===== config.mk =====
export PLATFORM = sky130hd
export DESIGN_NAME = decode_stage
export DESIGN_NICKNAME = d
export VERILOG_FILES = /design/src/hw/cpu_pkg.sv /design/src/hw/decode_stage.sv
export VERILOG_INCLUDE_DIRS = /design/src /design/src/hw
export SDC_FILE = /design/constraint.sdc
export NUM_CORES = 2
export LEC_CHECK = 0
export BUFFER_PORTS_ARGS = -buffer_cell sky130_fd_sc_hd__clkbuf_2
export CORE_ASPECT_RATIO = 2
export CORE_UTILIZATION = 29
export CTS_CLUSTER_SIZE = 40
export DETAILED_ROUTE_END_ITERATION = 10
export PLACE_DENSITY = 0.44
export SYNTH_ARGS = -nofsm -noshare
export SYNTH_HDL_FRONTEND = slang
export SYNTH_SLANG_ARGS = --single-unit

===== constraint.sdc =====
create_clock -name clk -period 4.5 [get_ports clk]
set_clock_uncertainty 0.05 [all_clocks]
set_input_delay 0.675 -clock clk [delete_from_list [all_inputs] [get_ports clk]]
set_output_delay 0.675 -clock clk [all_outputs]
set_load 0.03 [all_outputs]

===== src/hw/cpu_config.svh =====
`ifndef CPU_CONFIG_SVH
`define CPU_CONFIG_SVH

// datapath
`define XLEN        32          // data and instruction width
`define REG_ADDR_W  5           // 32 gp registers

// memories, word addressed
`define IMEM_AW     8
`define DMEM_AW     8

`define IO_ADDR_BIT 15          // address bit that picks the output port

// instruction word layout
`define OPCODE_MSB  31          // opcode is [31:26]
`define RS_MSB      25          // also top bit of the j target
`define RT_MSB      20
`define RD_MSB      15
`define IMM_W       16
`define FUNCT_W     6

`endif

===== src/hw/cpu_pkg.sv =====
`default_nettype none
`include "cpu_config.svh"

package cpu_pkg;

        // primary opcodes, mips encoding
        typedef enum logic [5:0] {
                OP_R    = 6'h00,
                OP_J    = 6'h02,
                OP_BEQ  = 6'h04,
                OP_ADDI = 6'h08,
                OP_LW   = 6'h23,
                OP_SW   = 6'h2b
        } opcode_t;

        // funct field of r type
        typedef enum logic [5:0] {
                F_ADD = 6'h20,
                F_SUB = 6'h22,
                F_AND = 6'h24,
                F_OR  = 6'h25,
                F_SLT = 6'h2a
        } funct_t;

        typedef enum logic [2:0] {
                ALU_ADD,
                ALU_SUB,
                ALU_AND,
                ALU_OR,
                ALU_SLT
        } alu_op_t;

        // operand source in execute
        typedef enum logic [1:0] {
                FWD_REG,                // value read in decode
                FWD_MEM,                // result sitting in ex/mem
                FWD_WB                  // value being written back
        } fwd_sel_t;

        typedef struct packed {
                logic                   valid;
                logic [`XLEN-1:0]       pc4;
                logic [`XLEN-1:0]       instr;
        } if_id_t;

        typedef struct packed {
                logic                   valid;
                alu_op_t                alu_op;
                logic                   use_imm;        // operand b from imm
                logic                   reg_write;
                logic                   mem_read;
                logic                   mem_write;
                logic [`REG_ADDR_W-1:0] rs;
                logic [`REG_ADDR_W-1:0] rt;
                logic [`XLEN-1:0]       rs_val;
                logic [`XLEN-1:0]       rt_val;         // also store data
                logic [`XLEN-1:0]       imm;            // already sign extended
                logic [`REG_ADDR_W-1:0] dest;
        } id_ex_t;

        typedef struct packed {
                logic                   valid;
                logic                   reg_write;
                logic                   mem_read;
                logic                   mem_write;
                logic [`XLEN-1:0]       alu_res;        // address for lw/sw
                logic [`XLEN-1:0]       store_data;
                logic [`REG_ADDR_W-1:0] dest;
        } ex_mem_t;

        typedef struct packed {
                logic                   valid;
                logic                   reg_write;
                logic [`XLEN-1:0]       wb_val;
                logic [`REG_ADDR_W-1:0] dest;
        } mem_wb_t;

endpackage

`default_nettype wire


===== src/hw/decode_stage.sv =====
`timescale 1ns/100ps
`default_nettype none
`include "cpu_config.svh"

module decode_stage (
        input  wire logic                       clk,
        input  wire logic                       rst_n,
        input  wire cpu_pkg::if_id_t            id_in,
        input  wire logic [`REG_ADDR_W-1:0]     ex_dest,
        input  wire logic [`REG_ADDR_W-1:0]     mem_dest,
        input  wire logic                       ex_reg_write,
        input  wire logic                       ex_mem_read,
        input  wire logic                       mem_reg_write,
        input  wire cpu_pkg::mem_wb_t           wb_in,          // write port
        output cpu_pkg::id_ex_t                 id_out,
        output logic                            stall,
        output logic                            redirect,
        output logic [`XLEN-1:0]                redirect_pc
);

        logic [`XLEN-1:0]       regs [2**`REG_ADDR_W];
        cpu_pkg::opcode_t       opcode;
        cpu_pkg::funct_t        funct;
        logic [`REG_ADDR_W-1:0] rs;
        logic [`REG_ADDR_W-1:0] rt;
        logic [`REG_ADDR_W-1:0] rd;
        logic [`XLEN-1:0]       simm;
        logic [`XLEN-1:0]       rs_val;
        logic [`XLEN-1:0]       rt_val;
        logic                   wb_we;
        cpu_pkg::alu_op_t       alu_op;
        logic                   use_imm;
        logic                   reg_write;
        logic                   mem_read;
        logic                   mem_write;
        logic [`REG_ADDR_W-1:0] dest;
        logic                   is_beq;
        logic                   is_j;
        logic                   use_rt;         // rt is a source
        logic                   load_use;
        logic                   branch_haz;

        // field split
        assign opcode = cpu_pkg::opcode_t'(id_in.instr[`OPCODE_MSB:`RS_MSB+1]);
        assign funct  = cpu_pkg::funct_t'(id_in.instr[`FUNCT_W-1:0]);
        assign rs     = id_in.instr[`RS_MSB -: `REG_ADDR_W];
        assign rt     = id_in.instr[`RT_MSB -: `REG_ADDR_W];
        assign rd     = id_in.instr[`RD_MSB -: `REG_ADDR_W];
        assign simm   = {{(`XLEN-`IMM_W){id_in.instr[`IMM_W-1]}}, id_in.instr[`IMM_W-1:0]};

        // register file, written in writeback
        assign wb_we = wb_in.valid && wb_in.reg_write && wb_in.dest != '0;

        always_ff @(posedge clk or negedge rst_n) begin
                if (!rst_n) begin
                        for (int i = 0; i < 2**`REG_ADDR_W; i++)
                                regs[i] <= '0;
                end else if (wb_we) begin
                        regs[wb_in.dest] <= wb_in.wb_val;
                end
        end

        // r0 reads zero; same-cycle write goes straight through
        assign rs_val = (rs == '0) ? '0 : (wb_we && wb_in.dest == rs) ? wb_in.wb_val : regs[rs];
        assign rt_val = (rt == '0) ? '0 : (wb_we && wb_in.dest == rt) ? wb_in.wb_val : regs[rt];

        // control decode
        always_comb begin
                alu_op    = cpu_pkg::ALU_ADD;
                use_imm   = 1'b0;
                reg_write = 1'b0;
                mem_read  = 1'b0;
                mem_write = 1'b0;
                dest      = rt;                 // i type default
                is_beq    = 1'b0;
                is_j      = 1'b0;
                use_rt    = 1'b0;
                case (opcode)
                        cpu_pkg::OP_R: begin
                                reg_write = 1'b1;
                                dest      = rd;
                                use_rt    = 1'b1;
                                case (funct)
                                        cpu_pkg::F_ADD: alu_op = cpu_pkg::ALU_ADD;
                                        cpu_pkg::F_SUB: alu_op = cpu_pkg::ALU_SUB;
                                        cpu_pkg::F_AND: alu_op = cpu_pkg::ALU_AND;
                                        cpu_pkg::F_OR:  alu_op = cpu_pkg::ALU_OR;
                                        cpu_pkg::F_SLT: alu_op = cpu_pkg::ALU_SLT;
                                        default:        reg_write = 1'b0;  // unknown funct is a nop
                                endcase
                        end
                        cpu_pkg::OP_ADDI: begin
                                use_imm   = 1'b1;
                                reg_write = 1'b1;
                        end
                        cpu_pkg::OP_LW: begin
                                use_imm   = 1'b1;
                                reg_write = 1'b1;
                                mem_read  = 1'b1;
                        end
                        cpu_pkg::OP_SW: begin
                                use_imm   = 1'b1;
                                mem_write = 1'b1;
                                use_rt    = 1'b1;       // store data
                        end
                        cpu_pkg::OP_BEQ: begin
                                is_beq = 1'b1;
                                use_rt = 1'b1;
                        end
                        cpu_pkg::OP_J: is_j = 1'b1;
                        default: ;
                endcase
        end

        // hazards: loaded value not ready for ex, or beq source still in flight
        assign load_use = ex_mem_read && ex_dest != '0 &&
                          ((!is_j && ex_dest == rs) || (use_rt && ex_dest == rt));
        assign branch_haz = is_beq &&
                ((ex_reg_write && ex_dest != '0 && (ex_dest == rs || ex_dest == rt)) ||
                 (mem_reg_write && mem_dest != '0 && (mem_dest == rs || mem_dest == rt)));
        assign stall = id_in.valid && (load_use || branch_haz);

        // branch resolves here, no delay slot
        assign redirect    = id_in.valid && !stall && (is_j || (is_beq && rs_val == rt_val));
        assign redirect_pc = is_j ? {id_in.pc4[`XLEN-1:`RS_MSB+3], id_in.instr[`RS_MSB:0], 2'b00}
                                  : id_in.pc4 + {simm[`XLEN-3:0], 2'b00};

        always_comb begin
                id_out.valid     = id_in.valid;
                id_out.alu_op    = alu_op;
                id_out.use_imm   = use_imm;
                id_out.reg_write = reg_write && id_in.valid;
                id_out.mem_read  = mem_read && id_in.valid;
                id_out.mem_write = mem_write && id_in.valid;
                id_out.rs        = rs;
                id_out.rt        = rt;
                id_out.rs_val    = rs_val;
                id_out.rt_val    = rt_val;
                id_out.imm       = simm;
                id_out.dest      = dest;
        end

endmodule

`default_nettype wire


* Yosys cells after proc, flatten, opt, wreduce, memory -nomap -nowiden
Cells that the tools add are included.
** Word-level totals
- Input bits :: 119
- Bits in registers :: 1024
** Operators by class
- Bitwise gates (word level) :: 3
- Add/sub/neg operators :: 1
- Order comparisons :: 4
- Equal/unequal tests :: 17
- Mux-type cells :: 25
- Reduce and logical (&&, ||, !) cells :: 39
** Operators with widths (count)
- 1024-bit bitwise mux :: 1
- 32-bit binary-select mux with 5-bit select :: 2
- 32-bit 2-to-1 mux :: 10
- 32-bit demux with 5-bit select :: 1
- 6-bit == test, second input constant :: 7
- 32-bit adder :: 1
- 32-bit == test :: 1
- 5-bit == test :: 6
- 1-bit logical AND :: 21
- 6-bit >= comparator, second input constant :: 3
- 5-bit NOT with 6-bit output :: 3
- 5-bit nonzero test :: 3
- 3-bit case mux with 4 select lines :: 1
- 5-bit logical NOT :: 2
- 1-bit 2-to-1 mux :: 7
- 6-bit by 2-bit == test with 1-bit output, second input constant :: 1
- 6-bit by 3-bit == test with 1-bit output, second input constant :: 1
- 6-bit by 4-bit == test with 1-bit output, second input constant :: 1
- 6-bit logical NOT :: 1
- 1-bit logical OR :: 6
- 6-bit by 1-bit less-than comparator with 1-bit output, second input constant :: 1
- 3-bit OR reduction :: 2
- 5-bit 2-to-1 mux :: 1
- 5-bit OR reduction :: 1
- 4 further kinds :: 5

* Logic depth before layout (Yosys ltp)
- Depth after elaboration :: 11
- Depth in mapped cells :: 17

* Worst setup path after synthesis
OpenSTA, ideal clock, no wires.
- Path type :: input to output
- From :: in wb_in[1] in the netlist's numbering
- To :: out redirect
- Path buffers :: 2
- Arrival time :: 4.310 ns
- Slack :: -0.535 ns
- Stages :: 11
- Cells stage by stage :: buf_2 or2_1 buf_2 o41ai_4 or3_1 nand2_1 o21ai_0 xor2_1 or4_1 or4_1 o21ai_1
** RTL lines
- from (decl) :: line decode_stage.sv:14 : input wire cpu_pkg::mem_wb_t wb_in,
- to (decl) :: line decode_stage.sv:17 : output logic redirect,

* Worst setup path in the final report
- From :: in id_in[18] in the netlist's numbering
- To :: out redirect
** Between the ends
- Longest elaborated chain between the ends :: 10
** Ends and longest elaborated chain
- from (decl) :: line decode_stage.sv:8 : input wire cpu_pkg::if_id_t id_in,
- 5-bit NOT with 6-bit output (not written as such) (tied with other cells) :: line decode_stage.sv:65 : assign rt_val = (rt == '0) ? '0 : (wb_we && wb_in.dest == rt) ? wb_in.wb_val : regs[rt];
- 32-bit binary-select mux with 5-bit select (tied with other cells) :: line decode_stage.sv:65
- 32-bit 2-to-1 mux (not written as such) (tied with other cells) :: line decode_stage.sv:65
- 32-bit 2-to-1 mux (not written as such) / 1-bit logical OR (equally long branches) :: line decode_stage.sv:65, decode_stage.sv:119
- 32-bit 2-to-1 mux / 1-bit logical AND (equally long branches) :: line decode_stage.sv:65, decode_stage.sv:118
- 32-bit 2-to-1 mux / 1-bit logical OR (equally long branches) :: line decode_stage.sv:65, decode_stage.sv:121
- 32-bit == test / 1-bit logical AND (equally long branches) :: line decode_stage.sv:124, decode_stage.sv:121
- 1-bit logical AND / 1-bit logical NOT (equally long branches) :: line decode_stage.sv:124 : assign redirect = id_in.valid && !stall && (is_j || (is_beq && rs_val == rt_val));
- 1-bit logical OR / 1-bit logical AND (equally long branches) :: line decode_stage.sv:124
- 1-bit logical AND (*) :: line decode_stage.sv:124
Every way passes the cells marked *; elsewhere a longest branch is shown, timed or not. The select of a mux whose other input is x is not followed.

==> flow_summary.ini <==
[outcome]
outcome = finished with violations
violations = setup timing

[placed_design]
place_hpwl_um = 168000
io_buffers = 271
place_congestion = 0.845
place_area_um2 = 66000
pre_cts_slack_ns = -1.22

[pwr]
finalPower_mw = 25.6
share_seq_of_total_power_pct = 44.2
p_sw_mw = 7.74
clock_power_share_pct = 33.0
power.internal_mw = 17.9
leakage_nw = 31.5
switching_share_pct = 30.2
powerDensity_nw_per_um2 = 365
ir_worst_vdd_v = 0.000284
p_comb_share_pct = 22.8

[synth]
synth_edf_count = 0
yosysSeqAreaShare_pct = 44.4
yosysWarnings = 0
synth.cell_area_um2 = 57800
synth_area_per_cell_um2 = 13.8
yosys.area.top_type_share_pct = 44.4
ys_seq_elements = 1024
synthTopCellsByArea = dfrtp_1 44%, mux2_2 20%, mux4_2 16%
synth.largest_area_cell = dfrtp_1
async_flop_share_pct = 100
synthCells = 4196
syn-num-nets = 4345
ys.flop_type = dfrtp_1
synth_cell_types = 70

[final_layout]
layout_common_cells = 1,024 x dfrtp_1, 1,023 x mux2_2, 521 x buf_4
fillers = 19300
synthToLayoutAreaGrowth_pct = 21.4
final_common_cell = dfrtp_1
fin_nets = 4853
largest_register = regs
stdcell_area_um2 = 70200
drive_gt1_share_pct = 54.9
reg.largest.list = regs x1024
largest_reg_flops = 1024

[sta]
finalWorstSetupSlack_ns = -0.387
rsz0062_at_grt = true
finalHoldViolCount = 0
relSlewSlack_pct = 24.6
tightest_slew_ns = 1.13
clock.fmax_mhz = 205
finalCritPeriodShare_pct = 109
setup_viol = 1
period_minus_slack_ns = 4.89
slew_viol_final = 0

[drt]
wl_um = 249000
drt_iter0_drc = 2945
detail-route-antenna-nets = 0
drt-vias-per-instance = 5.63
routedWlPerCell_um = 33.9
drc_errors = 0
first_pass_iters = 7
num_vias = 41300

[setup_path]
critPathBufInv = 5
cp_top_family = simple AND/OR/NAND/NOR gates
rrSetupSlack_ns = 3.54
criticalPathCategory = input pin to output port
r2r-start = regs[641]$_DFFE_PN0P_
path_max_fanout = 5
critPathSlowestCell = or3_2
critPathRequiredTime_ns = 3.77
crit_start = id_in[18]
start_kind = input pin
end_kind = output port
worstReg2RegEnd = regs[641]$_DFFE_PN0P_
ff2ff_path_depth = 2
cp_common_cell = buf_4
cpPeakStageDelay_ns = 0.54
crit_arrival_ns = 4.16
crit_chain = clkbuf_4 -> or3_2 -> buf_4 -> buf_4 -> o221ai_4 -> a211oi_4 -> a21oi_1 -> a22o_1 -> xor2_4 -> nor4_4 -> buf_4 -> nand4_1 -> nor4_2 -> nand3_1 -> o21ai_4 -> clkbuf_8

[clock_network]
clock_sinks = 1024
clk_pin_slew_ns = 0.07
cts_tree = done
clk_path_buf_depth = 3
root_buffer = clkbuf_16
htreeDepth = 3
worstSkewPairLatency_ns = 0.71
cts_made_buffers = 96

[grt]
grt_overflow = 0
grt_max_degree = 142
grt_first_pass_wirelength_um = 351000
grt_pass1_vias = 44300
grt_usage_pct = 24.6
antenna_found_initial = 4

[die]
rows = 231
pin_count = 272
start_util_pct = 29.2
die_x_um = 318
die_height_um = 633
fp.dieArea_um2 = 201000
coreArea_um2 = 198000

[min_path]
min_to = regs[551]$_DFFE_PN0P_
holdCritStartpoint = wb_in[12]
hold_depth = 2
hp-class = input pin to flip-flop

[flow_run]
drv_cap = 0
==> cell families (layout without fill, tap and decap cells) <==
logic type | after synthesis | count (layout) | synth area share, %
multiplexers | 1666 | 1666 | 39.9
flip-flops | 1024 | 1024 | 44.4
AO/OA/AOI/OAI | 535 | 535 | 6.64
buffers and inverters | 507 | 1088 | 4.22
AND/OR/NAND/NOR | 347 | 347 | 2.85
XOR/XNOR | 87 | 87 | 1.33
adder cells (fa/ha/maj) | 30 | 30 | 0.663
other | 0 | 2 | 0
==> timing repair <==
action	4_1_cts	5_1_grt
hold endpoints to repair	46	0
hold buffers	1	0
gates cloned	5	0
resized for setup	115	14
pin swaps	24	2
setup buffers	33	0
setup endpoints to repair	8	13
==> area by class of cell <==
class                      count  area [um2]  area share (%)
antenna                        2        5.00         0.00713
clock buffer                 133        2710            3.87
clock inverter                38         345           0.492
inverter                      15        56.3          0.0803
multi-input combinational   2665       30600            43.6
sequential                  1024       25600            36.5
tap                         2563        3210            4.57
timing repair buffer         902        7640            10.9
==> per-layer routing <==
| layer | up-vias | part of all wire (%) | GRT usage [%] |
|---|---|---|---|
| li1 | 17100 | - | - |
| met1 | 22500 | 40 | 29.4 |
| met2 | 1279 | 51 | 44.1 |
| met3 | 441 | 4.0 | 2.96 |
| met4 | 2 | 5.1 | 11.2 |
| met5 | - | 0.0052 | 0 |
==> worst max path at each step <==
stage / to / slack [ns] / cells after the start
6_report: redirect / -0.39 / 16
5_1_grt: redirect / -0.56 / 14
4_1_cts: redirect / -0.37 / 14
3_5_place_dp: redirect / -1.22 / 15
3_3_place_gp: redirect / -1.33 / 15
2_1_floorplan: redirect / 0.005 / 16
==> stage by stage <==
stage / std cells / hold slack [ns] / util (%) / setup TNS [ns]
2_1_floorplan: 4196 / 0.329 / - / 0
6_report: 7342 / 0.287 / 35.4 / -0.387
4_1_cts: 7340 / 0.263 / 35.4 / -0.374
5_1_grt: 7342 / 0.311 / 35.4 / -0.560
3_3_place_gp: 7131 / 0.327 / 33.3 / -1.55
3_5_place_dp: 7131 / 0.333 / 33.3 / -1.62
==> power groups by stage <==
stage | sequential, mW | combinational, mW | clock, mW
CTS | 11.3 | 5.88 | 8.67
global route | 11.5 | 6.19 | 8.96
finish | 11.3 | 5.84 | 8.45
floorplan | 11.1 | 3.64 | 0
global placement | 11.4 | 5.64 | 0
detailed placement | 11.5 | 5.69 | 0
==> Yosys cell counts (23+ instances only) <==
master and n:
ha_1 29, o221ai_1 88, xor2_1 45, dfrtp_1 1024, nor2_1 82, xnor2_1 41
o21ai_0 48, buf_2 45, nand2_1 123, buf_1 30, buf_4 81, mux2i_1 233
mux4_2 409, a221oi_1 32, a21oi_1 121, a211oi_1 23, o22ai_1 23, a22oi_1 68
a22o_1 51, mux2_2 1024, nand3_1 33, nor3_1 23, clkbuf_1 315
Note: power is estimated with default switching activity, not from simulation.
