==> src/hw/cpu_config.svh <==
`ifndef CPU_CONFIG_SVH
`define CPU_CONFIG_SVH

// datapath
`define XLEN        32          // data and instruction width
`define REG_ADDR_W  5           // 32 gp registers

// memories, word addressed
`define IMEM_AW     8
`define DMEM_AW     8

`define IO_ADDR_BIT 15          // address bit that picks the output port

// instruction word layout
`define OPCODE_MSB  31          // opcode is [31:26]
`define RS_MSB      25          // also top bit of the j target
`define RT_MSB      20
`define RD_MSB      15
`define IMM_W       16
`define FUNCT_W     6

`endif
==> src/hw/cpu_pkg.sv <==
`default_nettype none
`include "cpu_config.svh"

package cpu_pkg;

        // primary opcodes, mips encoding
        typedef enum logic [5:0] {
                OP_R    = 6'h00,
                OP_J    = 6'h02,
                OP_BEQ  = 6'h04,
                OP_ADDI = 6'h08,
                OP_LW   = 6'h23,
                OP_SW   = 6'h2b
        } opcode_t;

        // funct field of r type
        typedef enum logic [5:0] {
                F_ADD = 6'h20,
                F_SUB = 6'h22,
                F_AND = 6'h24,
                F_OR  = 6'h25,
                F_SLT = 6'h2a
        } funct_t;

        typedef enum logic [2:0] {
                ALU_ADD,
                ALU_SUB,
                ALU_AND,
                ALU_OR,
                ALU_SLT
        } alu_op_t;

        // operand source in execute
        typedef enum logic [1:0] {
                FWD_REG,                // value read in decode
                FWD_MEM,                // result sitting in ex/mem
                FWD_WB                  // value being written back
        } fwd_sel_t;

        typedef struct packed {
                logic                   valid;
                logic [`XLEN-1:0]       pc4;
                logic [`XLEN-1:0]       instr;
        } if_id_t;

        typedef struct packed {
                logic                   valid;
                alu_op_t                alu_op;
                logic                   use_imm;        // operand b from imm
                logic                   reg_write;
                logic                   mem_read;
                logic                   mem_write;
                logic [`REG_ADDR_W-1:0] rs;
                logic [`REG_ADDR_W-1:0] rt;
                logic [`XLEN-1:0]       rs_val;
                logic [`XLEN-1:0]       rt_val;         // also store data
                logic [`XLEN-1:0]       imm;            // already sign extended
                logic [`REG_ADDR_W-1:0] dest;
        } id_ex_t;

        typedef struct packed {
                logic                   valid;
                logic                   reg_write;
                logic                   mem_read;
                logic                   mem_write;
                logic [`XLEN-1:0]       alu_res;        // address for lw/sw
                logic [`XLEN-1:0]       store_data;
                logic [`REG_ADDR_W-1:0] dest;
        } ex_mem_t;

        typedef struct packed {
                logic                   valid;
                logic                   reg_write;
                logic [`XLEN-1:0]       wb_val;
                logic [`REG_ADDR_W-1:0] dest;
        } mem_wb_t;

endpackage

`default_nettype wire

==> src/hw/execute_stage.sv <==
`timescale 1ns/100ps
`default_nettype none
`include "cpu_config.svh"

module execute_stage (
        input  wire cpu_pkg::id_ex_t    ex_in,
        input  wire cpu_pkg::ex_mem_t   mem_fwd,        // ex/mem register output
        input  wire cpu_pkg::mem_wb_t   wb_fwd,         // mem/wb register output
        output cpu_pkg::ex_mem_t        ex_out
);

        cpu_pkg::fwd_sel_t      sel_a;
        cpu_pkg::fwd_sel_t      sel_b;
        logic [`XLEN-1:0]       op_a;
        logic [`XLEN-1:0]       rt_fwd;         // forwarded rt, also store data
        logic [`XLEN-1:0]       op_b;
        logic [`XLEN-1:0]       result;

        // newest producer wins, r0 never forwarded
        function automatic cpu_pkg::fwd_sel_t fwd_pick(input logic [`REG_ADDR_W-1:0] idx);
                if (idx != '0 && mem_fwd.valid && mem_fwd.reg_write && mem_fwd.dest == idx)
                        return cpu_pkg::FWD_MEM;
                if (idx != '0 && wb_fwd.valid && wb_fwd.reg_write && wb_fwd.dest == idx)
                        return cpu_pkg::FWD_WB;
                return cpu_pkg::FWD_REG;
        endfunction

        function automatic logic [`XLEN-1:0] fwd_mux(input cpu_pkg::fwd_sel_t sel,
                                                      input logic [`XLEN-1:0] reg_val);
                case (sel)
                        cpu_pkg::FWD_MEM: return mem_fwd.alu_res;
                        cpu_pkg::FWD_WB:  return wb_fwd.wb_val;
                        default:          return reg_val;
                endcase
        endfunction

        always_comb begin
                sel_a  = fwd_pick(ex_in.rs);
                sel_b  = fwd_pick(ex_in.rt);
                op_a   = fwd_mux(sel_a, ex_in.rs_val);
                rt_fwd = fwd_mux(sel_b, ex_in.rt_val);
                op_b   = ex_in.use_imm ? ex_in.imm : rt_fwd;
                case (ex_in.alu_op)
                        cpu_pkg::ALU_SUB: result = op_a - op_b;
                        cpu_pkg::ALU_AND: result = op_a & op_b;
                        cpu_pkg::ALU_OR:  result = op_a | op_b;
                        cpu_pkg::ALU_SLT: result = {{(`XLEN-1){1'b0}}, $signed(op_a) < $signed(op_b)};
                        default:          result = op_a + op_b;  // add, addi, address calc
                endcase
        end

        always_comb begin
                ex_out.valid      = ex_in.valid;
                ex_out.reg_write  = ex_in.reg_write;
                ex_out.mem_read   = ex_in.mem_read;
                ex_out.mem_write  = ex_in.mem_write;
                ex_out.alu_res    = result;
                ex_out.store_data = rt_fwd;
                ex_out.dest       = ex_in.dest;
        end

endmodule

`default_nettype wire

==> config.mk <==
export PLATFORM = sky130hd
export DESIGN_NAME = execute_stage
export DESIGN_NICKNAME = d
export VERILOG_FILES = /design/src/hw/cpu_pkg.sv /design/src/hw/execute_stage.sv
export VERILOG_INCLUDE_DIRS = /design/src /design/src/hw
export SDC_FILE = /design/constraint.sdc
export NUM_CORES = 1
export LEC_CHECK = 0
export ABC_AREA = 1
export ABC_CLOCK_PERIOD_IN_PS = 7400
export BUFFER_PORTS_ARGS = -buffer_cell sky130_fd_sc_hd__buf_4
export CORE_MARGIN = 2
export CORE_UTILIZATION = 34
export DETAILED_ROUTE_END_ITERATION = 10
export GPL_TIMING_DRIVEN = 1
export PLACE_DENSITY = 0.65
export SLEW_MARGIN = 40
export SYNTH_ARGS = -nofsm -noshare
export SYNTH_HDL_FRONTEND = slang
export SYNTH_SLANG_ARGS = --single-unit
==> constraint.sdc <==
create_clock -name vclk -period 7.4
set_clock_uncertainty 0.05 [all_clocks]
set_input_delay 0.74 -clock vclk [all_inputs]
set_output_delay 0.74 -clock vclk [all_outputs]
set_load 0.03 [all_outputs]
; ---- After elaboration in Yosys (flattened, before gate mapping)
; Index checks and enable logic that the tools add are counted.
[word_totals]
register_bits = 0
inputBits = 231
out_inout_bits = 73
[classes]
addsub = 2
order_cmp = 1
eq_ne = 12
n_mux = 18
bitwise = 2
n_reduce_logical = 14
[op_table]
columns = operator, n
row1 = case mux 32 bit (2 select lines), 2
row2 = case mux 32 bit (4 select lines), 1
row3 = adder 32 bit, 1
row4 = AND 32 bit, 1
row5 = less-than comparator 32 bit, 1
row6 = two-way mux 32 bit, 1
row7 = OR 32 bit, 1
row8 = subtractor 32 bit, 1
row9 = equality test 5 bit, 4
row10 = two-way mux 2 bit, 8
row11 = logical AND 1 bit, 12
row12 = nonzero test 5 bit, 2
row13 = "equality test 3 x 2 -> 1 bit, second input constant", 2
row14 = two-way mux 1 bit, 6
row15 = "equality test 2 x 1 -> 1 bit, second input constant", 2
row16 = "equality test 2 bit, second input constant", 2
row17 = "equality test 3 x 1 -> 1 bit, second input constant", 1
row18 = "equality test 3 bit, second input constant", 1

; ---- Depth between registers and ports, before layout
; Gate-level depths: netlist of the first run.
[depth]
depth_word = 13
mapped_depth = 25

; ---- Least setup slack after synthesis of the first run
; No wires, ideal clock.
[synth_path]
path_type = input -> output
startpoint = input port mem_fwd[72] (netlist bit)
endpoint = output port ex_out[57] (netlist bit)
arrival_ns = 3.655
t_required_ns = 6.610
slack_ns = 2.955
stages = 22
cell_sequence = nand2_1 > o21bai_1 > nor4_4 > nand2_2 > nand2_4 > buf_6 > o21ai_2 > nor2_2 > inv_2 > ha_1 > fa_1 > inv_1 > nand3_1 > nand2_1 > nand2_1 > nand2_1 > nand2_1 > nand2_1 > nand2_1 > nand3_1 > nand3_1 > a21oi_1
[synth_rtl]
columns = element, line
row1 = start: declaration, execute_stage.sv:7  ; input wire cpu_pkg::ex_mem_t mem_fwd,
row2 = end: declaration, execute_stage.sv:9  ; output cpu_pkg::ex_mem_t ex_out

==> flow_summary.ini, run 1 <==
[layout]
drive_above_1_share = 0.1929
syn2layout_area_growth_pct = 21.83
clockBufferCount = 0
multi_input_area_sq_um = 7116
seq_cells = 0
stdcell_count = 2305
seqCellArea_sq_um = 0
layout.nets = 2301
antenna_cells = 0
fin_util = 0.4182
fillers = 2953

[floorplanning]
dieArea_sq_um = 27320
core-area_sq_um = 25760
rows = 59
ioPinCount = 304
fp.dieH_um = 165.3
initial_core_util = 0.3433
die_w_um = 165.3

[worst_setup_path]
worstSetupStartpointType = input pin
worstPathMaxFanout = 36
arrival_ns = 5.33
critPathRequiredTime_ns = 6.61
end_kind = primary output
path_class = in -> out

[power]
pwr-share-clk = 0
p_comb_frac = 1.000
internal_power_uw = 348.2
switching_power_uw = 673.9
peakVddDrop_mv = 0.05427
pwr-share-seq = 0
power_density_nw_per_um2 = 94.87
switching_share = 0.6593
leakage_uw = 0.006460

[placement]
place_inst = 2305
numPortBuffers = 252
dp.final_hpwl_um = 32270
gp_congestion = 0.9755

[worst_hold_path]
min_to = ex_out[0]
hold_path_depth = 0
hp-class = in -> out
min_from = ex_in[0]

[detailed_routing]
vias = 11750
initialDrtViolationCount = 934
ant_nets = 0
routedWlPerCell_um = 16.51
drc_errors = 0
via_per_inst = 5.096
drt_first_pass_iters = 6
wl_um = 38070

[synthesis]
avgSynthCellArea_sq_um = 4.960
syn_inst = 1783
ys_seq_area_frac = 0
yosysWarnings = 0
ys_types = 46
syn_nets = 2112
syn_area_sq_um = 8843

[global_route]
grt_usage = 0.2729
grt_pass1_wl_um = 58420
gr-total-overflow = 0
grt_antenna_before_repair = 0
grt_pass1_vias = 10960
grt_start_max_net_pins = 64

[cts]
hold_buffers = 0
postCtsSetupRepairBufs = 0
cts_resized = 0

[timing]
fin_tns_setup_ns = 0
finalHoldViolations = 0
post-route-period-util = 0.8275
worstMarginPinSlew_ns = 0.8462
slew_headroom = 0.4324
grt_setup_unrepaired = false
max_freq_mhz = 163.3
drv_slew = 0
min_period_ns = 6.123
setup_violations = 0

[outcome]
status = finished clean

[flow_run]
cap_violations = 0
placed cells by master, fill, tap and decap left out, types with 18 or more instances in the layout:
cell	n
o21ai_0	47
o21ai_2	18
ha_1	96
o21ai_1	34
nor2_2	30
nand2_1	518
or2_2	26
buf_4	259
inv_1	306
a21oi_1	107
inv_2	36
nand3_1	202
nor2_1	177
area by class of cell:
type,instances,area share
repair buffers,259,0.1805
multi-input cells,1366,0.6604
well taps,335,0.03890
inverters,345,0.1202
logic make-up (layout without fill, tap and decap cells):
| kind of cell | count (synthesis) | count (layout) | synth area share |
|---|---|---|---|
| buffers and inverters | 417 | 604 | 0.1957 |
| AO/OA/AOI/OAI | 240 | 240 | 0.1541 |
| AND/OR/NAND/NOR | 1015 | 1015 | 0.4970 |
| XOR/XNOR | 13 | 13 | 0.01288 |
| adder cells (fa/ha/maj) | 98 | 98 | 0.1404 |
critical path, stage by stage:
cell	delay [ns]
buf_4	0.13
nor3_1	0.17
nand3_1	0.14
o211a_1	0.15
nand2_2	0.53
inv_2	0.49
nand2_1	0.16
nand3_1	0.18
o21ai_1	0.23
ha_1	0.23
inv_1	0.09
fa_1	0.47
inv_1	0.10
nand3_1	0.07
nand3_1	0.21
inv_1	0.09
o21ai_0	0.35
nand2_1	0.17
nand3_1	0.13
nand2_1	0.05
nand2_1	0.06
nand2_1	0.05
nand3_1	0.14
buf_4	0.19
per-stage QoR:
stage / total power, uW / area [sq um] / hold slack [ns] / worst slack, ns
after detailed placement: 1004 / 10770 / 1.430 / 1.401
after CTS: 1008 / 10770 / 1.430 / 1.388
after global placement: 997.0 / 10770 / 1.430 / 1.458
after global routing: 1125 / 10770 / 1.430 / 0.9627
final: 1022 / 10770 / 1.430 / 1.277
after floorplan: 653.3 / 8843 / 1.562 / 2.955
cells in the mapped netlist (11+ instances only):
cell	count	area share
ha_1	96	0.14
nor3_1	13	0.0074
o21ai_1	34	0.019
inv_2	36	0.015
nand4_1	15	0.011
nor2_1	178	0.076
inv_1	306	0.13
nand3b_1	12	0.010
o21bai_1	14	0.012
nand2_1	518	0.22
xor2_1	11	0.011
buf_2	17	0.0096
o21ai_2	18	0.018
clkbuf_1	23	0.0098
a21oi_1	107	0.061
buf_4	19	0.016
nor2_2	29	0.021
or2_2	26	0.018
nand3_1	202	0.11
o21ai_0	47	0.027
how the worst max path moves through the flow:
| stage | startpoint | endpoint | cells past startpoint |
|---|---|---|---|
| 6_report | ex_in[103] | ex_out[61] | 24 |
| 2_1_floorplan | mem_fwd[72] | ex_out[57] | 22 |
| 3_3_place_gp | ex_in[103] | ex_out[61] | 24 |
| 4_1_cts | ex_in[103] | ex_out[61] | 24 |
| 3_5_place_dp | ex_in[103] | ex_out[61] | 24 |
| 5_1_grt | ex_in[103] | ex_out[61] | 24 |
routing by layer:
metal  vias up  global-route usage  wire (um)
met1      5301              0.3821      17080
li1       5920                   -          -
met2       476              0.4364      16420
met5         -                   0          0
met4         0             0.05968        913
met3        50             0.04645       3653
power groups by stage:
| stage | Clock [uW] | Combinational, uW | Sequential [uW] |
|---|---|---|---|
| 3_3_place_gp | 0 | 997 | 0 |
| 3_5_place_dp | 0 | 1000 | 0 |
| 6_report | 0 | 1020 | 0 |
| 4_1_cts | 0 | 1010 | 0 |
| 5_1_grt | 0 | 1130 | 0 |
| 2_1_floorplan | 0 | 653 | 0 |
No activity file was read; power rests on OpenSTA's default activity.
==> run 2, diff against run 1 <==
ABC_CLOCK_PERIOD_IN_PS = 6160   (was 7400)
clock period = 6.16 ns   (was 7.4 ns; I/O delays follow)
==> run 2 against run 1 <==
  * Worst hold slack got worse by 0.25 ns
  * Non-clock buffer count increased by 5
  * Final area increased by 0.35%
  * Utilization increased by 0.15 points
  * Sequential share of layout area unchanged
  * Critical path type unchanged
  * Setup slack got worse by 0.44 ns
  * Sequential cell count unchanged
  * Via count decreased by 0.66%
  * Cell count increased by 0.22%
  * Count of clock-buffer cells in the layout unchanged
==> flow_summary.ini, run 2 (same netlist as run 1, synthesis figures left out) <==
[global_route]
use_met1 = 0.3872
busiest_layer = met2
use_met2 = 0.4506
grt_start_max_net_pins = 64
grt_pass1_vias = 10740
gr-total-overflow = 0
grt_antenna_before_repair = 0
grt_usage = 0.2703
grt_use_met3 = 0.02273
grt_pass1_wl_um = 57980

[detailed_routing]
vias = 11670
routedWlPerCell_um = 16.36
via_per_inst = 5.052
drc_errors = 0
ant_nets = 0
wl_um = 37790
initialDrtViolationCount = 877
drt_first_pass_iters = 6

[layout]
seq_cells = 0
fillers = 2960
mostFrequentLayoutCells = nand2_1 (518), inv_1 (306), buf_4 (264), nand3_1 (202), nor2_1 (177)
final_common_cell = nand2_1
multi_input_area_sq_um = 7116
syn2layout_area_growth_pct = 22.26
antenna_cells = 0
seqCellArea_sq_um = 0
layout.nets = 2306
clockBufferCount = 0
drive_above_1_share = 0.1949

[floorplanning]
dieArea_sq_um = 27320
fp.dieH_um = 165.3
ioPinCount = 304
initial_core_util = 0.3433
rows = 59
die_w_um = 165.3
core-area_sq_um = 25760

[timing]
worst_hold_slack_ns = 1.182
worstMarginPinSlew_ns = 0.8070
min_period_ns = 5.318
drv_slew = 0
post-route-period-util = 0.8634
setup_violations = 0
slew_headroom = 0.4587
max_freq_mhz = 188.0
finalHoldViolations = 0
fin_tns_setup_ns = 0
grt_setup_unrepaired = false

[power]
switching_power_uw = 802.5
power_uw = 1223
internal_power_uw = 420.5
p_comb_frac = 1.000
leakage_uw = 0.006485
peakVddDrop_mv = 0.05862
pwr-share-seq = 0
switching_share = 0.6562
pwr-share-clk = 0
power_density_nw_per_um2 = 113.1

[worst_setup_path]
critical_path.cell_chain = buf_4 > nor3_1 > nand3_1 > o211a_1 > nand2_2 > buf_4 > nand3_1 > nand3_1 > o21ai_1 > ha_1 > inv_1 > a21oi_1 > nand2_1 > a21oi_1 > nand2_1 > nand2_1 > nand2_1 > nand2_1 > nand3_1 > a21oi_1 > buf_4
cp_num_cells = 21
crit_path_frequent_cell = nand2_1
worstPathMaxFanout = 56
timing.critical_path.buf_inv = 4
path_class = in -> out
slowest_delay_ns = 0.54
crit_family = simple AND/OR/NAND/NOR gates
cp_slowest_cell = buf_4
critPathRequiredTime_ns = 5.49
worstSetupStartpointType = input pin
arrival_ns = 4.65
end_kind = primary output

[cts]
postCtsSetupRepairBufs = 0
cts_resized = 0
hold_buffers = 0

[placement]
dp.final_hpwl_um = 32740
gp_congestion = 1.004
numPortBuffers = 252

[worst_hold_path]
min_to = ex_out[0]
hold_path_depth = 0
min_from = ex_in[0]
hp-class = in -> out

[outcome]
status = finished clean

[flow_run]
cap_violations = 0
-- run 2: cell count changes in the layout (fill, tap and decap cells not counted) --
cell   previous run  this run
buf_4           259       264
-- run 2: power by group through the flow --
stage	registers, uW	clock network, uW	logic (uW)
6_report	0	0	1220
5_1_grt	0	0	1340
2_1_floorplan	0	0	785
3_3_place_gp	0	0	1200
4_1_cts	0	0	1210
3_5_place_dp	0	0	1210
-- run 2: worst max-delay path by stage --
| stage | from | end | slack [ns] |
|---|---|---|---|
| finish | ex_in[103] | ex_out[37] | 0.84 |
| global route | ex_in[102] | ex_out[60] | 0.47 |
| CTS | ex_in[102] | ex_out[37] | 0.90 |
| detailed placement | ex_in[102] | ex_out[37] | 0.91 |
| global placement | ex_in[102] | ex_out[37] | 0.87 |
| floorplan | mem_fwd[72] | ex_out[57] | 1.96 |
-- run 2: metrics by stage --
step	instances	setup slack [ns]	instance area, sq um	util
after floorplan	1783	1.963	8843	-
after global placement	2310	0.8683	10810	0.4196
after detailed placement	2310	0.9111	10810	0.4196
after CTS	2310	0.8980	10810	0.4196
after global routing	2310	0.4684	10810	0.4196
final	2310	0.8416	10810	0.4196
-- run 2: layer usage --
layer | share of wire | wire, um | vias up
li1 | - | - | 5915
met1 | 0.46 | 17450 | 5258
met5 | 0 | 0 | -
met3 | 0.076 | 2858 | 34
met4 | 0.014 | 519 | 0
met2 | 0.45 | 16970 | 462
-- run 2: cell type report --
| class | count | share of cell area |
|---|---|---|
| Tap cell | 335 | 0.03877 |
| Timing Repair Buffer | 264 | 0.1833 |
| Inverter | 345 | 0.1198 |
| Multi-Input combinational cell | 1366 | 0.6581 |
==> run 3, diff against run 2 <==
PLACE_DENSITY = default   (was 0.65)
==> run 3 against run 2 <==
  * Sequential cell count stayed put
  * Global-route usage up 0.69 points
  * Via count increased by 0.73%
  * Final area up 0.28%
  * Non-clock buffer count up 2
  * Setup slack better by 0.0091 ns
  * Largest power group unchanged
  * Critical endpoint is now ex_out[61]
  * Highest routed layer unchanged
  * Sequential share of layout area unchanged
  * Critical path depth rose by 4
  * Cell count grew 0.13%
  * Die area did not move
  * Utilization up 0.12 points
==> flow_summary.ini, run 3 (same netlist as run 1, synthesis figures left out) <==
[floorplanning]
core-area_sq_um = 25760
rows = 59
ioPinCount = 304
initial_core_util = 0.3433
dieArea_sq_um = 27320
fp.dieH_um = 165.3
die_w_um = 165.3

[worst_hold_path]
min_to = ex_out[0]
hp-class = in -> out
min_from = ex_in[0]
hold_path_depth = 0

[cts]
hold_buffers = 0
postCtsSetupRepairBufs = 0
cts_resized = 0

[timing]
drv_slew = 0
worstMarginPinSlew_ns = 0.8124
setup_violations = 0
max_freq_mhz = 188.3
fin_tns_setup_ns = 0
fin_ws_ns = 0.8507
min_period_ns = 5.309
slew_headroom = 0.4569
grt_setup_unrepaired = false
finalHoldViolations = 0
worst_hold_slack_ns = 1.182
post-route-period-util = 0.8619

[layout]
layout.nets = 2308
drive_above_1_share = 0.1963
seqCellArea_sq_um = 0
fillers = 2946
fin_util = 0.4208
seq_cells = 0
mostFrequentLayoutCells = nand2_1 (518), inv_1 (306), buf_4 (265), nand3_1 (202), nor2_1 (177)
clockBufferCount = 0
syn2layout_area_growth_pct = 22.59
final_common_cell = nand2_1

[placement]
dp.final_hpwl_um = 33260
pre_cts_ws_ns = 0.9320
gp_congestion = 0.9635
numPortBuffers = 252

[worst_setup_path]
slowest_delay_ns = 0.46
crit_path_frequent_cell = nand2_1
worstSetupStartpointType = input pin
path_class = in -> out
critPathRequiredTime_ns = 5.49
cp_slowest_cell = fa_1
worstPathMaxFanout = 30
arrival_ns = 4.64
end_kind = primary output

[detailed_routing]
drt_first_pass_iters = 5
via_per_inst = 5.082
drc_errors = 0
initialDrtViolationCount = 908
routedWlPerCell_um = 16.76
vias = 11750
ant_nets = 0
wl_um = 38770

[global_route]
gr-total-overflow = 0
grt_usage = 0.2772
grt_pass1_wl_um = 59120
grt_antenna_before_repair = 1
grt_pass1_vias = 10920
grt_start_max_net_pins = 46

[flow_run]
cap_violations = 0

[power]
leakage_uw = 0.006505
power_density_nw_per_um2 = 113.5
peakVddDrop_mv = 0.05726

[outcome]
status = finished clean
run 3: cell types whose count changed in the layout (fill, tap and decap cells not counted), sizes merged:
cell / previous run / this run
diode: 0 / 1
buf: 264 / 266
inv: 342 / 343
clkinv: 3 / 2
run 3: worst max-delay path by stage:
stage | to | slack, ns | startpoint | cells past startpoint
after floorplan | ex_out[57] | 1.96 | mem_fwd[72] | 22
after global placement | ex_out[61] | 0.94 | ex_in[110] | 25
after detailed placement | ex_out[61] | 0.93 | ex_in[110] | 25
after CTS | ex_out[61] | 0.92 | ex_in[110] | 25
after global routing | ex_out[56] | 0.57 | ex_in[102] | 23
final | ex_out[61] | 0.85 | ex_in[110] | 25
run 3: report_power, final:
part           total [uW]  switching [uW]  internal, uW
clock           0.0000217               0     0.0000217
sequential              0               0             0
combinational        1230             810           420
run 3: critical path: cells and delay by family:
family / cells / cell delay [ns]
AND/OR/NAND/NOR: 12 / 1.71
buffers and inverters: 8 / 1.15
adder cells (fa/ha/maj): 2 / 0.71
AO/OA/AOI/OAI: 3 / 0.43
run 3: per-stage QoR:
stage	total power (uW)	cell area [sq um]	instances
floorplan	784.8	8843	1783
global placement	1203	10840	2312
detailed placement	1210	10840	2312
CTS	1214	10840	2312
global route	1351	10840	2313
finish	1231	10840	2313
run 3: final cells by class:
type / count / area (sq um) / area share
inverter: 345 / 1295 / 0.1194
timing repair buffer: 266 / 2009 / 0.1853
antenna: 1 / 2.502 / 0.0002308
multi-input combinational: 1366 / 7116 / 0.6563
tap: 335 / 419.2 / 0.03866
run 3: per-layer routing:
metal  global-route usage  vias to the layer above  part of all wire
li1                     -                     5929                 -
met4              0.06522                        0             0.026
met5                    0                        -                 0
met2               0.4462                      485              0.44
met3              0.02597                       59             0.076
met1               0.3968                     5281              0.46
